### config.mk
export PLATFORM = sky130hd
export DESIGN_NAME = savestate_sequencer
export DESIGN_NICKNAME = d
export VERILOG_FILES = /design/src/rtl/core_pkg.sv /design/src/rtl/savestate_sequencer.sv
export SDC_FILE = /design/constraint.sdc
export NUM_CORES = 1
export LEC_CHECK = 0
export ABC_AREA = 1
export ABC_CLOCK_PERIOD_IN_PS = 2900
export BUFFER_PORTS_ARGS = -buffer_cell sky130_fd_sc_hd__buf_2
export CORE_ASPECT_RATIO = 0.75
export CORE_MARGIN = 2
export CORE_UTILIZATION = 64
export CTS_CLUSTER_SIZE = 25
export DETAILED_ROUTE_END_ITERATION = 6
export HOLD_SLACK_MARGIN = 0.08
export MAX_ROUTING_LAYER = met4
export PLACE_DENSITY_LB_ADDON = 0.25
export SKIP_LAST_GASP = 1
export SLEW_MARGIN = 20
export SYNTH_ARGS = -nofsm -noshare
export SYNTH_HDL_FRONTEND = slang
export SYNTH_SLANG_ARGS = --single-unit
### constraint.sdc
create_clock -name clk_sys_117_964 -period 2.9 [get_ports clk_sys_117_964]
set_input_delay 0.145 -clock clk_sys_117_964 [delete_from_list [all_inputs] [get_ports clk_sys_117_964]]
set_output_delay 0.145 -clock clk_sys_117_964 [all_outputs]
set_load 0.005 [all_outputs]
### src/rtl/core_pkg.sv
package core_pkg;

  // --------------------------------------------------
  // Program ROM
  // --------------------------------------------------

  // CPU fetches 12-bit instructions from the low bits of each word
  localparam int rom_data_width = 12;

  // --------------------------------------------------
  // Savestate reset hold
  // --------------------------------------------------

  localparam int hold_count_bits = 3;

  // Double-rate CPU ticks to wait before releasing reset
  localparam logic [hold_count_bits-1:0] hold_ticks = 3'd4;

  // --------------------------------------------------
  // Audio
  // --------------------------------------------------

  localparam int audio_bits = 16;

  // Buzzer high level, 14 ones with the top two bits clear
  localparam logic [audio_bits-1:0] audio_on_level = {2'b00, {14{1'b1}}};

  // --------------------------------------------------
  // CPU control
  // --------------------------------------------------

  typedef struct packed {
    logic       reset;
    // K0 port, active low, top bit unused and held at zero
    logic [3:0] keys;
  } cpu_ctrl_t;

endpackage

### src/rtl/savestate_sequencer.sv
`timescale 1ns/1ps

module savestate_sequencer #(
  parameter int osd_holdoff_bits = 26
) (
  input  logic clk_sys_117_964,
  input  logic ss_begin_reset,
  input  logic cpu_tick_2x,
  input  logic osd,
  input  logic rom_ready,
  output logic ss_hold,
  output logic begin_save
);

  import core_pkg::*;

  // --------------------------------------------------
  // Reset hold
  // --------------------------------------------------

  // Ticks still to wait before the CPU may run
  logic [hold_count_bits-1:0] hold_count;

  always_ff @(posedge clk_sys_117_964) begin
    if (ss_begin_reset) begin
      // Reset restarts the wait
      hold_count <= hold_ticks;
    end else if (cpu_tick_2x && (hold_count != '0)) begin
      hold_count <= hold_count - 1'b1;
    end
  end

  // Held while ticks remain, counter stops at zero
  assign ss_hold = (hold_count != '0);

  // --------------------------------------------------
  // OSD auto-save
  // --------------------------------------------------

  // Minimum gap from OSD close to next auto-save
  localparam logic [osd_holdoff_bits-1:0] holdoff_reload = '1;

  logic                        prev_osd;
  logic [osd_holdoff_bits-1:0] holdoff_timer;
  logic                        osd_rise;
  logic                        osd_fall;
  logic                        save_allowed;

  assign osd_rise = osd && !prev_osd;
  assign osd_fall = prev_osd && !osd;

  // Only with a ROM loaded and no recent close
  assign save_allowed = rom_ready && (holdoff_timer == '0);

  always_ff @(posedge clk_sys_117_964) begin
    if (ss_begin_reset) begin
      prev_osd      <= 1'b0;
      holdoff_timer <= '0;
      begin_save    <= 1'b0;
    end else begin
      prev_osd <= osd;

      // One cycle strobe
      begin_save <= osd_rise && save_allowed;

      if (osd_fall) begin
        // OSD closed, start the hold-off
        holdoff_timer <= holdoff_reload;
      end else if (holdoff_timer != '0) begin
        holdoff_timer <= holdoff_timer - 1'b1;
      end
    end
  end

endmodule

==> summary.txt <==
Rows - 17
Antenna Violating Nets Remaining - 0
Crit Path Class - flop to flop
Worst Path Max Fanout - 19
Final Cycle Share - 58.2%
crit start category - flop
MaxCap Viol Count - 0
Setup crit end kind - flop
Gate power share - 37.8%
total number of vias - 1,846
Seq pwr share - 34.5%
Peak Freq - 0.593 GHz
I/O pin cnt - 7
Num CTS Buffers - 5
first-pass GRT wire length - 7670 um
WP data required - 3.07 ns
hold_buf cts - 0
die outline width - 67.3 um
final WL - 4420 um
register bit total from synthesis - 31
Non-Filler Instances - 344
vias in the first global route - 1,761
HPWL Detailed - 3180 um
Final Hold Viols - 0
Mapped Area - 1920 um^2
Syn Inst Count - 297
H-tree Lvls - 2
Die Area - 3460 um^2
P per Cell Area - 764 nW/um^2
Final Critical Period - 1.69 ns
endpoints failing setup - 0
register area share after synthesis - 32.3%
Slew headroom - 64.7%
post_cts resized - 0
Cell Area, Placed - 1980 um^2
syn avg cell area - 6.47 um^2
drt wl/cell - 12.8 um
CTS clk-pin slew, worst paths - 0.07 ns
Port Buffers - 6
Fillers - 256
Unique masters post-synth - 26
total core area - 2890 um^2
Slew @ Worst Pin - 0.530 ns
final-report max-slew violation count - 0
syn_nets - 305
Switch Pwr - 636 uW
Area growth syn-to-layout - 8.98%
share of post-route cells with drive strength above 1 - 16.0%
CP arrival - 1.85 ns
Die Ht - 51.5 um
TritonCTS clock tree - built
Clock Path Buffers - 2
CTS Sinks - 31
post-CTS setup buffers - 0
Net Sw Frac - 39.7%
run status - complete, no violations
setup TNS - 0 ns
Clk pwr share - 27.7%
Pre-antenna DRT Iters - 4
Clock Latency Late Sink - 0.29 ns
drt initial violations - 148
Vias per Instance - 5.37
RSZ-0062 raised after global routing - no
placed instance count - 336
clock root cell - clkbuf_8
largest net degree at the start of global routing - 28
internal cell power - 965 uW
Leak - 0.000993 uW
YS warnings - 0
DRC viols - 0
Fin Clk Skew - 0.00520 ns
Total GRT Usage - 30.9%
initial antenna violation count - 0
Max VDD drop - 0.453 mV
Final nets - 313
GP Congestion - 0.972
final instance area - 2090 um^2
Initial Utilization - 66.4%
ant diodes - 0
Hold WS - 0.0809 ns
total gr overflow - 0
worst hold path type - input port to flop
==> power groups by stage <==
stage / combinational [uW] / clock [uW] / sequential [uW]
after CTS: 602 / 449 / 550
final: 605 / 443 / 552
after detailed placement: 591 / 0 / 559
after floorplan: 498 / 0 / 541
after global placement: 576 / 0 / 556
after global routing: 694 / 462 / 560
==> critical path, cell delays in order, from the launching register on <==
cell	delay [ns]
dfxtp_1	0.32
inv_1	0.10
ha_1	0.24
nand2_4	0.10
nor2_8	0.19
nand4_4	0.33
nand2_1	0.23
nor2_2	0.04
==> cells in the final DEF, fill, tap and decap left out, drive strengths merged <==
master,n
a21oi,9
buf,7
bufinv,1
clkbuf,6
clkinv,1
dfxtp,31
ha,3
inv,30
nand2,80
nand3,37
nand3b,5
nand4,9
nor2,72
nor3,3
nor4,1
o21ai,6
or2,5
==> state kept, by name, summed over array words and instances (netlist names) <==
register       cells
holdoff_timer     26
hold_count         3
begin_save         1
prev_osd           1
==> worst paths after layout <==
| path | startpoint | end | slack, ns | cells after the start |
|---|---|---|---|---|
| hold reg to reg | prev_osd | begin_save | 0.43 | 1 |
| hold / removal | rom_ready | begin_save | 0.08 | 3 |
| setup reg to reg | holdoff_timer[0] | holdoff_timer[10] | 1.21 | 7 |
| setup / recovery | holdoff_timer[0] | holdoff_timer[10] | 1.21 | 7 |
==> final cells by class <==
cell class	instances	area, um^2	share of cell area (%)
inverter	30	113	5.38
sequential	31	621	29.6
clock buffer	6	82.6	3.94
tap	38	47.5	2.27
multi-input combinational	230	1160	55.3
timing repair buffer	7	37.5	1.79
clock inverter	2	35.0	1.67
==> layer usage <==
layer | part of all wire [%] | routed length (um) | track usage, % | vias to the layer above
li1 | - | - | - | 960
met1 | 47 | 2070 | 38.1 | 822
met2 | 44 | 1950 | 48.3 | 53
met3 | 7.5 | 332 | 8.15 | 11
met4 | 1.5 | 67 | 12.2 | 0
met5 | 0 | 0 | - | -
==> synth_stat cells <==
| cell | instances | share of area, % |
|---|---|---|
| nand3_2 | 1 | 0.52 |
| o21ai_0 | 6 | 1.6 |
| a21oi_1 | 9 | 2.3 |
| nor3_4 | 1 | 0.85 |
| clkbuf_1 | 5 | 0.98 |
| dfxtp_1 | 31 | 32 |
| nor2_1 | 56 | 11 |
| nor4_1 | 1 | 0.33 |
| nand4_1 | 7 | 2.3 |
| nand2_1 | 71 | 14 |
| ha_1 | 3 | 2.0 |
| nor2_2 | 10 | 3.3 |
| nand3_1 | 36 | 9.4 |
| nand3b_1 | 5 | 2.0 |
| inv_1 | 28 | 5.5 |
| nor2_8 | 1 | 1.0 |
| or2_2 | 3 | 0.98 |
| nor2_4 | 5 | 2.9 |
| nor3_1 | 2 | 0.52 |
| nand4_2 | 1 | 0.65 |
| nand2_2 | 8 | 2.6 |
| nand4_4 | 1 | 1.1 |
| inv_2 | 2 | 0.39 |
| or2_0 | 2 | 0.65 |
| nand2_4 | 1 | 0.59 |
| buf_6 | 1 | 0.59 |
==> through the flow <==
stage / setup slack [ns] / utilization [%] / power (uW)
2_1_floorplan: 1.46 / - / 1040
3_3_place_gp: 1.30 / 68.3 / 1130
3_5_place_dp: 1.25 / 68.3 / 1150
4_1_cts: 1.21 / 72.4 / 1600
5_1_grt: 1.12 / 72.4 / 1720
6_report: 1.21 / 72.4 / 1600
==> cell families (layout without fill, tap and decap cells) <==
| kind of cell | Yosys count | after routing | share of synthesized area (%) |
|---|---|---|---|
| AOI/OAI and AO/OA | 15 | 15 | 3.91 |
| adders and majority gates | 3 | 3 | 1.95 |
| buffers and inverters | 36 | 45 | 7.42 |
| DFF | 31 | 31 | 32.3 |
| and+or+nand+nor | 212 | 212 | 54.4 |
Power figures use the tool's default switching activity.
