<file path="src/rtl/host_pkg.sv">
package host_pkg;

  // --------------------------------------------------
  // OSD status word
  // --------------------------------------------------

  localparam int status_width = 64;

  // Bit positions of the settings inside the status word
  localparam int status_reset_bit = 0;
  localparam int status_sound_bit = 1;
  localparam int status_speed_lsb = 2;
  localparam int status_speed_msb = 4;

  // Download index that carries the program ROM image
  localparam logic [15:0] rom_index = 16'd0;

  // One beat of the host download stream
  typedef struct packed {
    logic        download;
    logic [15:0] index;
    logic        wr;
    logic [26:0] addr;
    logic [15:0] dout;
  } ioctl_beat_t;

  // Settings decoded from the status word
  typedef struct packed {
    logic       external_reset;
    // Status bit 1 is sound off, so this is its inverse
    logic       sound_on;
    logic [2:0] speed;
  } settings_t;

  // --------------------------------------------------
  // Joystick word, read as pad or as savestate controls
  // --------------------------------------------------

  typedef struct packed {
    logic [6:0] spare_hi;
    logic       right_trigger;
    logic       left_trigger;
    logic       left_button;
    logic       bottom_button;
    logic       right_button;
    logic [3:0] spare_lo;
  } pad_view_t;

  typedef struct packed {
    logic [5:0] spare_hi;
    logic       ss_button;
    logic [4:0] spare_mid;
    logic       dpad_up;
    logic       dpad_down;
    logic       dpad_left;
    logic       dpad_right;
  } ss_view_t;

  typedef union packed {
    pad_view_t pad;
    ss_view_t  ss;
  } joy_word_u;

  // The three pet buttons after the savestate mask
  typedef struct packed {
    logic left;
    logic bottom;
    logic right;
  } pad_buttons_t;

  // Registered view of the host side, handed to every later stage
  typedef struct packed {
    ioctl_beat_t  beat;
    logic         rom_download;
    settings_t    settings;
    pad_buttons_t pad;
    logic         osd;
  } host_view_t;

endpackage

</file>
<file path="src/rtl/host_input_stage.sv">
`timescale 1ns/1ps

module host_input_stage (
  input  logic                              clk_sys_117_964,
  input  logic                              ss_begin_reset,
  input  host_pkg::ioctl_beat_t             ioctl,
  input  logic [host_pkg::status_width-1:0] status,
  input  host_pkg::joy_word_u               joystick,
  input  logic                              osd_status,
  output host_pkg::host_view_t              view
);

  import host_pkg::*;

  // --------------------------------------------------
  // Decode
  // --------------------------------------------------

  logic         rom_download_dec;
  settings_t    settings_dec;
  pad_buttons_t pad_dec;

  // ROM download is the stream running with the ROM index
  assign rom_download_dec = ioctl.download && (ioctl.index == rom_index);

  always_comb begin
    settings_dec.external_reset = status[status_reset_bit];
    // Menu option is "sound off" when set
    settings_dec.sound_on       = ~status[status_sound_bit];
    settings_dec.speed          = status[status_speed_msb:status_speed_lsb];
  end

  always_comb begin
    // Pad view of the joystick word
    pad_dec.left   = joystick.pad.left_button;
    pad_dec.bottom = joystick.pad.bottom_button;
    pad_dec.right  = joystick.pad.right_button;
    // Savestate button owns the pad, pet sees nothing
    if (joystick.ss.ss_button) begin
      pad_dec = '0;
    end
  end

  // --------------------------------------------------
  // Register
  // --------------------------------------------------

  always_ff @(posedge clk_sys_117_964) begin
    // Beat payload just follows the stream
    view.beat.index <= ioctl.index;
    view.beat.addr  <= ioctl.addr;
    view.beat.dout  <= ioctl.dout;

    if (ss_begin_reset) begin
      view.beat.download <= 1'b0;
      view.beat.wr       <= 1'b0;
      view.rom_download  <= 1'b0;
      view.settings      <= '0;
      view.pad           <= '0;
      view.osd           <= 1'b0;
    end else begin
      view.beat.download <= ioctl.download;
      view.beat.wr       <= ioctl.wr;
      view.rom_download  <= rom_download_dec;
      view.settings      <= settings_dec;
      view.pad           <= pad_dec;
      // OSD open level, edges are found downstream
      view.osd           <= osd_status;
    end
  end

endmodule

</file>
<file path="config.mk">
export PLATFORM = sky130hd
export DESIGN_NAME = host_input_stage
export DESIGN_NICKNAME = d
export VERILOG_FILES = /design/src/rtl/host_pkg.sv /design/src/rtl/host_input_stage.sv
export SDC_FILE = /design/constraint.sdc
export NUM_CORES = 1
export LEC_CHECK = 0
export ABC_CLOCK_PERIOD_IN_PS = 1200
export BUFFER_PORTS_ARGS = -buffer_cell sky130_fd_sc_hd__buf_2
export CORE_AREA = 2 2 84 86
export CTS_BUF_LIST = sky130_fd_sc_hd__clkbuf_16
export CTS_CLUSTER_SIZE = 14
export DETAILED_ROUTE_END_ITERATION = 10
export DIE_AREA = 0 0 86 88
export GPL_TIMING_DRIVEN = 1
export HOLD_SLACK_MARGIN = 0.03
export PLACE_DENSITY_LB_ADDON = 0.2
export SLEW_MARGIN = 10
export SYNTH_ARGS = -nofsm -noshare
export SYNTH_HDL_FRONTEND = slang
export SYNTH_SLANG_ARGS = --single-unit
</file>
<file path="constraint.sdc">
create_clock -name clk_sys_117_964 -period 1.2 [get_ports clk_sys_117_964]
set_input_delay 0.18 -clock clk_sys_117_964 [delete_from_list [all_inputs] [get_ports clk_sys_117_964]]
set_output_delay 0.18 -clock clk_sys_117_964 [all_outputs]
set_load 0.03 [all_outputs]
</file>
==> impl_metrics.tcl <==
set metrics [dict create \
    status "complete, no violations" \
    cts_resized 0 \
    place_hpwl_mm 3.348 \
    ctsHoldBuffers 60 \
    ant_nets 0 \
    grt.total_usage_pct 13.40 \
    final_cell_area_sq_mm 0.003326 \
    synth-xor-area-share_pct 0 \
    crit_cells 5 \
    drc_errors 0 \
    fin_util_pct 50.06 \
    grt_max_degree 13 \
    antenna_found_initial 0 \
    nets 448 \
    final_max_slew_viol_count 0 \
    grt_pass1_wl_mm 7.369 \
    yosysSeqAreaShare_pct 91.84 \
    regMostFlops "view" \
    ys_warn_count 0 \
    clockBufferDepth 2 \
    start_util_pct 23.30 \
    hold_class "in -> reg" \
    fillers 575 \
    worstPathArrival_ns 1.36 \
    drtIter0Drc 11 \
    ir_drop_mv 0.9265 \
    clkSinkCount 71 \
    tightestPinTransition_ns 0.2165 \
    grt_overflow_total 0 \
    regArea_sq_mm 0.001421 \
    fin_tns_setup_ns 0 \
    cts_tree "built" \
    finalCritPeriodShare_pct 91.62 \
    worstSetupPathType "in -> reg" \
    multi_input_area_sq_um 126.4 \
    syn-num-nets 234 \
    cpLargestDelayFamily "buffers and inverters" \
    critical_path.max_fanout 2 \
    layout-drive-gt1-share_pct 51.78 \
    report.final.hold_viol_count 0 \
    netlist_area_sq_mm 0.001548 \
    rsz0062_at_grt "false" \
    rows 30 \
    wl_per_cell_um 13.01 \
    critPathCaptureType "register" \
    synth_simple_gate_area_share_pct 8.165 \
    cts_htree_levels 3 \
    cpPeakStageDelay_ns 0.53 \
    synth_top_family_by_area "simple AND/OR/NAND/NOR gates" \
    critPathLaunchType "input pin" \
    layout_min_cycle_time_ns 1.099 \
    num_vias 1442 \
    maxCapViolCount 0 \
    crit_slowest_cell "dlygate4sd3_1" \
    core-area_sq_mm 0.006644 \
    syn_inst 90 \
    worst-path-buf-inv 2 \
    synth-compound-area-share_pct 0 \
    grt_pass1_vias 1521 \
    relSlewSlack_pct 85.43 \
    crit_chain "dlygate4sd3_1, buf_2, nor4_2, nand3_1, nor2_1" \
    postCtsSetupRepairBufs 0 \
    synthMuxAreaShare_pct 0 \
    power_density_mw_per_mm2 1911 \
    synth_cell_types 8 \
    num_io_pins 215 \
    avgSynthCellArea_sq_um 17.20 \
    place_area_sq_mm 0.002364 \
    yosys.area.top_type "dfxtp_1" \
    cp-startpoint "ioctl[53]" \
    synth.top_cell.area_share_pct 91.84 \
    finalWeightedCongestion 0.7278 \
    synth_area_leaders "dfxtp_1 92%, nor2b_1 2.8%, nor4_2 2.4%" \
    antenna_cells 0 \
    power.leakage_nw 1.633 \
    finalSetupViolations 0 \
    max_freq_ghz 0.9096 \
    synthAdderAreaFrac_pct 0 \
    dpl.cell_count 313 \
    portBuffers 143 \
    fin_hold_ws_ns 0.05748 \
    critPathRequiredTime_ns 1.46 \
    cts_buffers 9 \
    worstSetupEndpoint "view[9]" \
    die_y_um 88 \
    syn_to_final_growth_pct 114.9 \
    fin_cells 389 \
    synth_seq_cells 71 \
    clk_pin_slew_ns 0.05 \
    root_buffer "clkbuf_16" \
    wirelength_mm 5.062 \
    min_from "joystick[5]" \
    die_w_um 86 \
    reg_top3 "view: 71 flops" \
    largest_reg_flops 71 \
    die_area_sq_mm 0.007568 \
    viasPerCell 3.707 \
    first_pass_iters 4 \
]
-- cell usage in the layout (no fill, tap or decap) --
master	count
and2_1	3
buf_2	143
bufinv_16	4
clkbuf_16	9
clkinv_1	1
clkinv_4	1
dfxtp_1	71
dlygate4sd3_1	60
inv_1	1
nand2_1	1
nand3_1	1
nor2_1	3
nor2b_1	7
nor4_1	1
nor4_2	3
-- cells by family (layout without fill, tap and decap cells) --
kind of cell / count (synthesis) / after routing
DFF: 71 / 71
and+or+nand+nor: 19 / 19
buffers and inverters: 0 / 219
-- area by class of cell --
type                    count  share of cell area [%]
flip-flops and latches     71                   42.74
clock buffers               9                   6.772
well taps                  80                   3.010
clock inverters             7                   4.101
multi-input cells          19                   3.800
repair buffers            203                   39.58
-- power breakdown --
group | switching, mW | internal (mW) | total, mW | leakage (nW)
registers | 0.0301 | 2.48 | 2.51 | 0.597
clock network | 0.929 | 2.23 | 3.16 | 0.178
logic | 0.383 | 0.302 | 0.684 | 0.857
-- per-layer routing --
metal | vias up | routed length (um) | track usage [%]
met5 | - | 0 | 0
met4 | 0 | 105 | 8.225
met3 | 8 | 860 | 8.294
met2 | 106 | 1935 | 18.04
met1 | 613 | 2161 | 15.98
li1 | 715 | - | -
-- synth_stat cells --
master    n
nor2b_1   7
nor4_2    3
and2_1    3
dfxtp_1  71
nand2_1   1
nand3_1   1
nor2_1    3
nor4_1    1
-- how the worst min path moves through the flow --
stage | to | slack, ns | cells after the start
after floorplan | view[10] | 0.21 | 0
after global placement | view[41] | 0.28 | 1
after detailed placement | view[52] | 0.28 | 1
after CTS | view[2] | 0.05 | 2
after global routing | view[3] | 0.06 | 2
final | view[2] | 0.06 | 2
-- stage by stage --
| step | setup WS, ns | power [mW] |
|---|---|---|
| 2_1_floorplan | 0.5397 | 2.835 |
| 3_3_place_gp | 0.3063 | 3.091 |
| 3_5_place_dp | 0.3000 | 3.091 |
| 4_1_cts | 0.07931 | 6.442 |
| 5_1_grt | 0.01831 | 6.601 |
| 6_report | 0.1006 | 6.354 |
No activity file was read; power rests on OpenSTA's default activity.
