[src/rtl/host_pkg.sv]
package host_pkg;

  // --------------------------------------------------
  // OSD status word
  // --------------------------------------------------

  localparam int status_width = 64;

  // Bit positions of the settings inside the status word
  localparam int status_reset_bit = 0;
  localparam int status_sound_bit = 1;
  localparam int status_speed_lsb = 2;
  localparam int status_speed_msb = 4;

  // Download index that carries the program ROM image
  localparam logic [15:0] rom_index = 16'd0;

  // One beat of the host download stream
  typedef struct packed {
    logic        download;
    logic [15:0] index;
    logic        wr;
    logic [26:0] addr;
    logic [15:0] dout;
  } ioctl_beat_t;

  // Settings decoded from the status word
  typedef struct packed {
    logic       external_reset;
    // Status bit 1 is sound off, so this is its inverse
    logic       sound_on;
    logic [2:0] speed;
  } settings_t;

  // --------------------------------------------------
  // Joystick word, read as pad or as savestate controls
  // --------------------------------------------------

  typedef struct packed {
    logic [6:0] spare_hi;
    logic       right_trigger;
    logic       left_trigger;
    logic       left_button;
    logic       bottom_button;
    logic       right_button;
    logic [3:0] spare_lo;
  } pad_view_t;

  typedef struct packed {
    logic [5:0] spare_hi;
    logic       ss_button;
    logic [4:0] spare_mid;
    logic       dpad_up;
    logic       dpad_down;
    logic       dpad_left;
    logic       dpad_right;
  } ss_view_t;

  typedef union packed {
    pad_view_t pad;
    ss_view_t  ss;
  } joy_word_u;

  // The three pet buttons after the savestate mask
  typedef struct packed {
    logic left;
    logic bottom;
    logic right;
  } pad_buttons_t;

  // Registered view of the host side, handed to every later stage
  typedef struct packed {
    ioctl_beat_t  beat;
    logic         rom_download;
    settings_t    settings;
    pad_buttons_t pad;
    logic         osd;
  } host_view_t;

endpackage

[src/rtl/core_pkg.sv]
package core_pkg;

  // --------------------------------------------------
  // Program ROM
  // --------------------------------------------------

  // CPU fetches 12-bit instructions from the low bits of each word
  localparam int rom_data_width = 12;

  // --------------------------------------------------
  // Savestate reset hold
  // --------------------------------------------------

  localparam int hold_count_bits = 3;

  // Double-rate CPU ticks to wait before releasing reset
  localparam logic [hold_count_bits-1:0] hold_ticks = 3'd4;

  // --------------------------------------------------
  // Audio
  // --------------------------------------------------

  localparam int audio_bits = 16;

  // Buzzer high level, 14 ones with the top two bits clear
  localparam logic [audio_bits-1:0] audio_on_level = {2'b00, {14{1'b1}}};

  // --------------------------------------------------
  // CPU control
  // --------------------------------------------------

  typedef struct packed {
    logic       reset;
    // K0 port, active low, top bit unused and held at zero
    logic [3:0] keys;
  } cpu_ctrl_t;

endpackage

[src/rtl/core_output_stage.sv]
`timescale 1ns/1ps

module core_output_stage (
  input  logic                            clk_sys_117_964,
  input  logic                            ss_begin_reset,
  input  host_pkg::host_view_t            view,
  input  logic                            ss_hold,
  input  logic                            ext_reset,
  input  logic                            buzzer,
  output core_pkg::cpu_ctrl_t             cpu_ctrl,
  output logic [core_pkg::audio_bits-1:0] audio
);

  import core_pkg::*;

  // Sound only at 1x and 2x speed
  localparam logic [2:0] audio_speed_limit = 3'd2;

  // --------------------------------------------------
  // Next values
  // --------------------------------------------------

  logic                  reset_next;
  logic [3:0]            keys_next;
  logic                  audio_en;
  logic [audio_bits-1:0] audio_next;

  // Any source keeps the CPU in reset, ROM download included
  assign reset_next = ext_reset
                    | view.settings.external_reset
                    | view.rom_download
                    | ss_hold;

  // K0 is active low, left / middle / right
  assign keys_next = {1'b0, ~view.pad.left, ~view.pad.bottom, ~view.pad.right};

  assign audio_en   = view.settings.sound_on && (view.settings.speed < audio_speed_limit);
  assign audio_next = (buzzer && audio_en) ? audio_on_level : '0;

  // --------------------------------------------------
  // Output registers
  // --------------------------------------------------

  always_ff @(posedge clk_sys_117_964) begin
    if (ss_begin_reset) begin
      // CPU held in reset, no keys pressed, silent
      cpu_ctrl.reset <= 1'b1;
      cpu_ctrl.keys  <= 4'b0111;
      audio          <= '0;
    end else begin
      cpu_ctrl.reset <= reset_next;
      cpu_ctrl.keys  <= keys_next;
      audio          <= audio_next;
    end
  end

endmodule

[config.mk]
export PLATFORM = sky130hd
export DESIGN_NAME = core_output_stage
export DESIGN_NICKNAME = d
export VERILOG_FILES = /design/src/rtl/host_pkg.sv /design/src/rtl/core_pkg.sv /design/src/rtl/core_output_stage.sv
export SDC_FILE = /design/constraint.sdc
export NUM_CORES = 1
export LEC_CHECK = 0
export BUFFER_PORTS_ARGS = -buffer_cell sky130_fd_sc_hd__buf_2
export CAP_MARGIN = 20
export CORE_MARGIN = 2
export CORE_UTILIZATION = 14
export CTS_CLUSTER_SIZE = 28
export DETAILED_ROUTE_END_ITERATION = 10
export HOLD_SLACK_MARGIN = 0.08
export PLACE_DENSITY = 0.72
export SYNTH_ARGS = -nofsm -noshare
export SYNTH_HDL_FRONTEND = slang
export SYNTH_SLANG_ARGS = --single-unit
[constraint.sdc]
create_clock -name clk_sys_117_964 -period 0.8 [get_ports clk_sys_117_964]
set_input_delay 0.04 -clock clk_sys_117_964 [delete_from_list [all_inputs] [get_ports clk_sys_117_964]]
set_output_delay 0.04 -clock clk_sys_117_964 [all_outputs]
set_load 0.05 [all_outputs]
==> metrics.txt, run 1 <==
PD cells 1248 nW/µm²; HP Start view[6]; full die area 2308 µm²; Hold Slack -0.03767 ns; Vias 269; Layout area overhead 127.7%; worst setup path class flop to output port; Synth Instances 30; pin count of the biggest net entering global routing 15; CP max stage cell dfxtp_4; H-tree depth 1; Worst path max stage delay 0.36 ns; # port buffers 30; Die W 48.04 µm; Tcrit/Tclk final 115.4%; Compound-Gate Fraction of Synth Area 0%; Initial Util 15.23%; Num CTS Buffers 3; max-capacitance violation count 0; drt first pass iters 2; CP arrival 0.88 ns; main combinational cell family by area after synthesis buffers and inverters; Hold/Removal Path Class input pin to flop; height of the chip 48.04 µm; worst hold stages 2; boundary pin count 97; Setup crit end kind output port; crit path time final 0.9232 ns; Startpoint Class flop; setup TNS -1.677 ns; CTS clk-pin slew, worst paths 0.04 ns; Critical Path RT 0.76 ns; antenna violations before repair 0; drt wl/cell 8.429 µm; gr ovfl total 0; maximum root-to-sink buffer count 2; maximum VDD drop 0.7198 mV; post-synthesis mux area share 0%; # hold bufs at CTS 8; status finished, violations left; global-route wire length before repair 897 µm; Post-Syn Area per Cell 9.050 µm²; grt peak-use layer met2; core area 1783 µm²; Final Max Slew Viols 0; Simple-Gate Fraction of Synth Area 17.51%; Row Count 15; met2 usage 12.27%; Routed Antenna Nets 0; cell leakage power 0.0002860 µW; GRT Util Overall 5.708%; residual DRC count 0; Detailed Route Iter0 Violations 1; Fmax 1083 MHz; gp weighted congestion 0.5724; Yosys Warn Count 0; share of layout cells above drive strength 1 62.71%; number of global-route vias before repair 253; Synth cell types 8; register area share after synthesis 36.87%; Hold Path Sink audio[12]; post-synthesis adder-cell area fraction 0%; clk sink count 5; FF+latch count, synth 5; CTS tree built; CP max FO 7; number of fill cells in the layout 185; violated checks hold timing, setup timing; GR Util met3 2.264%; CP cell instances buf_12 > buf_8; pre-CTS setup slack 0.09348 ns; Setup WS post-layout -0.1232 ns; # setup viols final 14; CTS root buf clkbuf_4; total wire length 708 µm; post-layout util 34.67%; final-report hold violation count 2; RSZ-0062 raised after global routing yes; final net count 136; total power 771.5 µW; Post-Synth XOR/XNOR Area 0%; met1 Use GR 3.786%; number of diodes 0; Vias per Instance 3.202; synthesized cell area 271.5 µm²
==> stage by stage <==
step	hold slack (ns)	instance area, µm²	instances
2_1_floorplan	0.1010	282.8	32
3_3_place_gp	0.2008	344.1	71
3_5_place_dp	0.2045	344.1	71
4_1_cts	-0.04017	495.5	83
5_1_grt	-0.04078	618.1	84
6_report	-0.03767	618.1	84
==> registers in the layout, summed over array words and instances (netlist names) <==
name	count
cpu_ctrl	4
audio	1
==> cells in the mapped netlist <==
master,number,share of area (%)
buf_4,16,44
conb_1,1,1.4
dfxtp_1,5,37
nand2_1,2,2.8
nand2b_1,3,6.9
nor2_1,1,1.4
nor3_1,1,1.8
nor4_2,1,4.6
==> worst max path at each step <==
stage	start	to
floorplan	audio[12]	audio[10]
global placement	audio[12]	audio[4]
detailed placement	audio[12]	audio[1]
CTS	audio[12]	audio[10]
global route	audio[12]	audio[1]
finish	audio[12]	audio[1]
==> routing by layer <==
metal | up-vias | share of wire, %
met3 | 0 | 6.9
met4 | 0 | 0
met1 | 123 | 27
met5 | - | 0
li1 | 130 | -
met2 | 16 | 66
==> cell type report <==
type                       instances  area [µm²]  share of cell area [%]
sequential                         5       103.9                   16.80
tap                               25       31.28                   5.061
clock buffer                       4       26.28                   4.251
multi-input combinational         11       63.81                   10.32
timing repair buffer              39       392.9                   63.56
==> where the power goes <==
group	switching, µW	internal (µW)	total, µW
combinational	138	95.1	233
clock	90.3	188	278
sequential	3.19	257	260
==> cells in the final DEF (no fill, tap or decap) <==
master         netlist  layout
buf_12               0       2
buf_2                0      11
buf_4               16       4
buf_6                0       6
buf_8                0       8
clkbuf_1             0       1
clkbuf_4             0       3
conb_1               1       3
dfxtp_1              5       4
dfxtp_4              0       1
dlygate4sd3_1        0       8
nand2_1              2       2
nand2b_1             3       3
nor2_1               1       1
nor3_2               0       1
nor4_2               1       1
==> worst max-delay path, delay by kind of cell, from the launching register on <==
kind	cells	cell delay (ns)
buffers and inverters	2	0.29
flip-flops	1	0.36
==> repair_timing <==
item,CTS,global route
pin swaps,0,2
hold endpoints to repair,5,2
setup endpoints to repair,18,15
resized for setup,18,26
setup buffers,0,2
==> cells by family (layout without fill, tap and decap cells) <==
group,Yosys count,in the layout
buf+inv,16,43
flops,5,5
other cells,1,3
simple gates,8,8
Power figures use the tool's default switching activity.
==> run 2: changes to the inputs <==
--- a/config.mk
+++ b/config.mk
@@ -13,6 +13,8 @@
 export DETAILED_ROUTE_END_ITERATION = 10
 export HOLD_SLACK_MARGIN = 0.08
 export PLACE_DENSITY = 0.72
+export SKIP_CTS_REPAIR_TIMING = 1
+export SLEW_MARGIN = 5
 export SYNTH_ARGS = -nofsm -noshare
 export SYNTH_HDL_FRONTEND = slang
 export SYNTH_SLANG_ARGS = --single-unit
==> metrics.txt, run 2 (same netlist as run 1, synthesis figures left out) <==
drt first pass iters 2; number of fill cells in the layout 199; post-layout util 27.23%; Num CTS Buffers 3; Fmax 1101 MHz; Layout area overhead 78.80%; number of diodes 0; routed wl met3 62 µm; CP max FO 14; Sequential cell area 103.9 µm²; top flop regs cpu_ctrl (4), audio (1); Detailed Route Iter0 Violations 1; metal2 WL 364 µm; clk sink count 5; max FFs per register 4; Row Count 15; pre-CTS setup slack 0.09348 ns; Vias per Instance 3.122; pin count of the biggest net entering global routing 15; Critical Path RT 0.76 ns; CTS root buf clkbuf_4; Vias 256; maximum root-to-sink buffer count 2; residual DRC count 0; Hold/Removal Path Class input pin to flop; CP startpoint audio[12]; # port buffers 30; Hold Slack -0.001585 ns; Crit path max-delay family flip-flops; core area 1783 µm²; height of the chip 48.04 µm; total wire length 614 µm; Worst path max stage delay 0.41 ns; share of layout cells above drive strength 1 61.40%; Initial Util 15.23%; GRT Util Overall 4.110%; PD cells 1526 nW/µm²; crit path time final 0.9082 ns; total power 741.0 µW; Startpoint Class flop; cell leakage power 0.0002523 µW; drt wl/cell 7.488 µm; CP cell instances buf_4; Setup WS post-layout -0.1082 ns; worst setup path class flop to output port; Die W 48.04 µm; boundary pin count 97; Setup crit end kind output port; Top reg by flops cpu_ctrl; status finished, violations left; commonest cells after routing, fill and taps aside buf_4, buf_2, dlygate4sd3_1; commonest non-fill, non-tap cell in the layout buf_4; Top Metal Used met3; Tcrit/Tclk final 113.5%; gr ovfl total 0; # setup viols final 14; maximum VDD drop 0.6979 mV; violated checks hold timing, setup timing; max-capacitance violation count 0; antenna violations before repair 0; global-route wire length before repair 627 µm; RSZ-0062 raised after global routing yes; Routed Antenna Nets 0; HP Start ss_hold; CP arrival 0.87 ns; final net count 134; CTS tree built; Crit path buffers/inverters 1; H-tree depth 1; area of the multi-input gates 58.81 µm²; CTS clk-pin slew, worst paths 0.04 ns; full die area 2308 µm²; DRT met1 WL 188 µm; final-report hold violation count 1; setup TNS -1.498 ns; CP max stage cell dfxtp_4; gp weighted congestion 0.5724; number of global-route vias before repair 183; Final Max Slew Viols 0
-- run 2: through the flow --
step,cell area (µm²),instances
after floorplan,282.8,32
after global placement,344.1,71
after detailed placement,344.1,71
after CTS,370.4,75
after global routing,485.5,82
final,485.5,82
-- run 2: metal layers --
metal  vias up  GRT usage, %
li1        127             -
met1       113         3.563
met2        16         6.933
met3         0         2.264
met4         0         3.243
met5         -             0
-- run 2: power breakdown --
group	internal, µW	switching, µW
Sequential	257	4.78
Clock	188	89.3
Combinational	72.2	130
-- run 2: worst paths after layout --
| kind | endpoint | slack [ns] | cells past startpoint |
|---|---|---|---|
| worst max-delay path | audio[8] | -0.11 | 1 |
| worst min-delay path | cpu_ctrl[4] | -0.002 | 3 |
-- run 2: area by class of cell --
type,count,area share (%)
Clock buffer,4,5.412
Sequential cell,5,21.39
Multi-Input combinational cell,11,12.11
Timing Repair Buffer,37,54.64
Tap cell,25,6.443
-- run 2: tightest hold or removal path, stage by stage --
cell and delay (ns):
buf_2 0.07, nor3_1 0.03, nand2_1 0.05
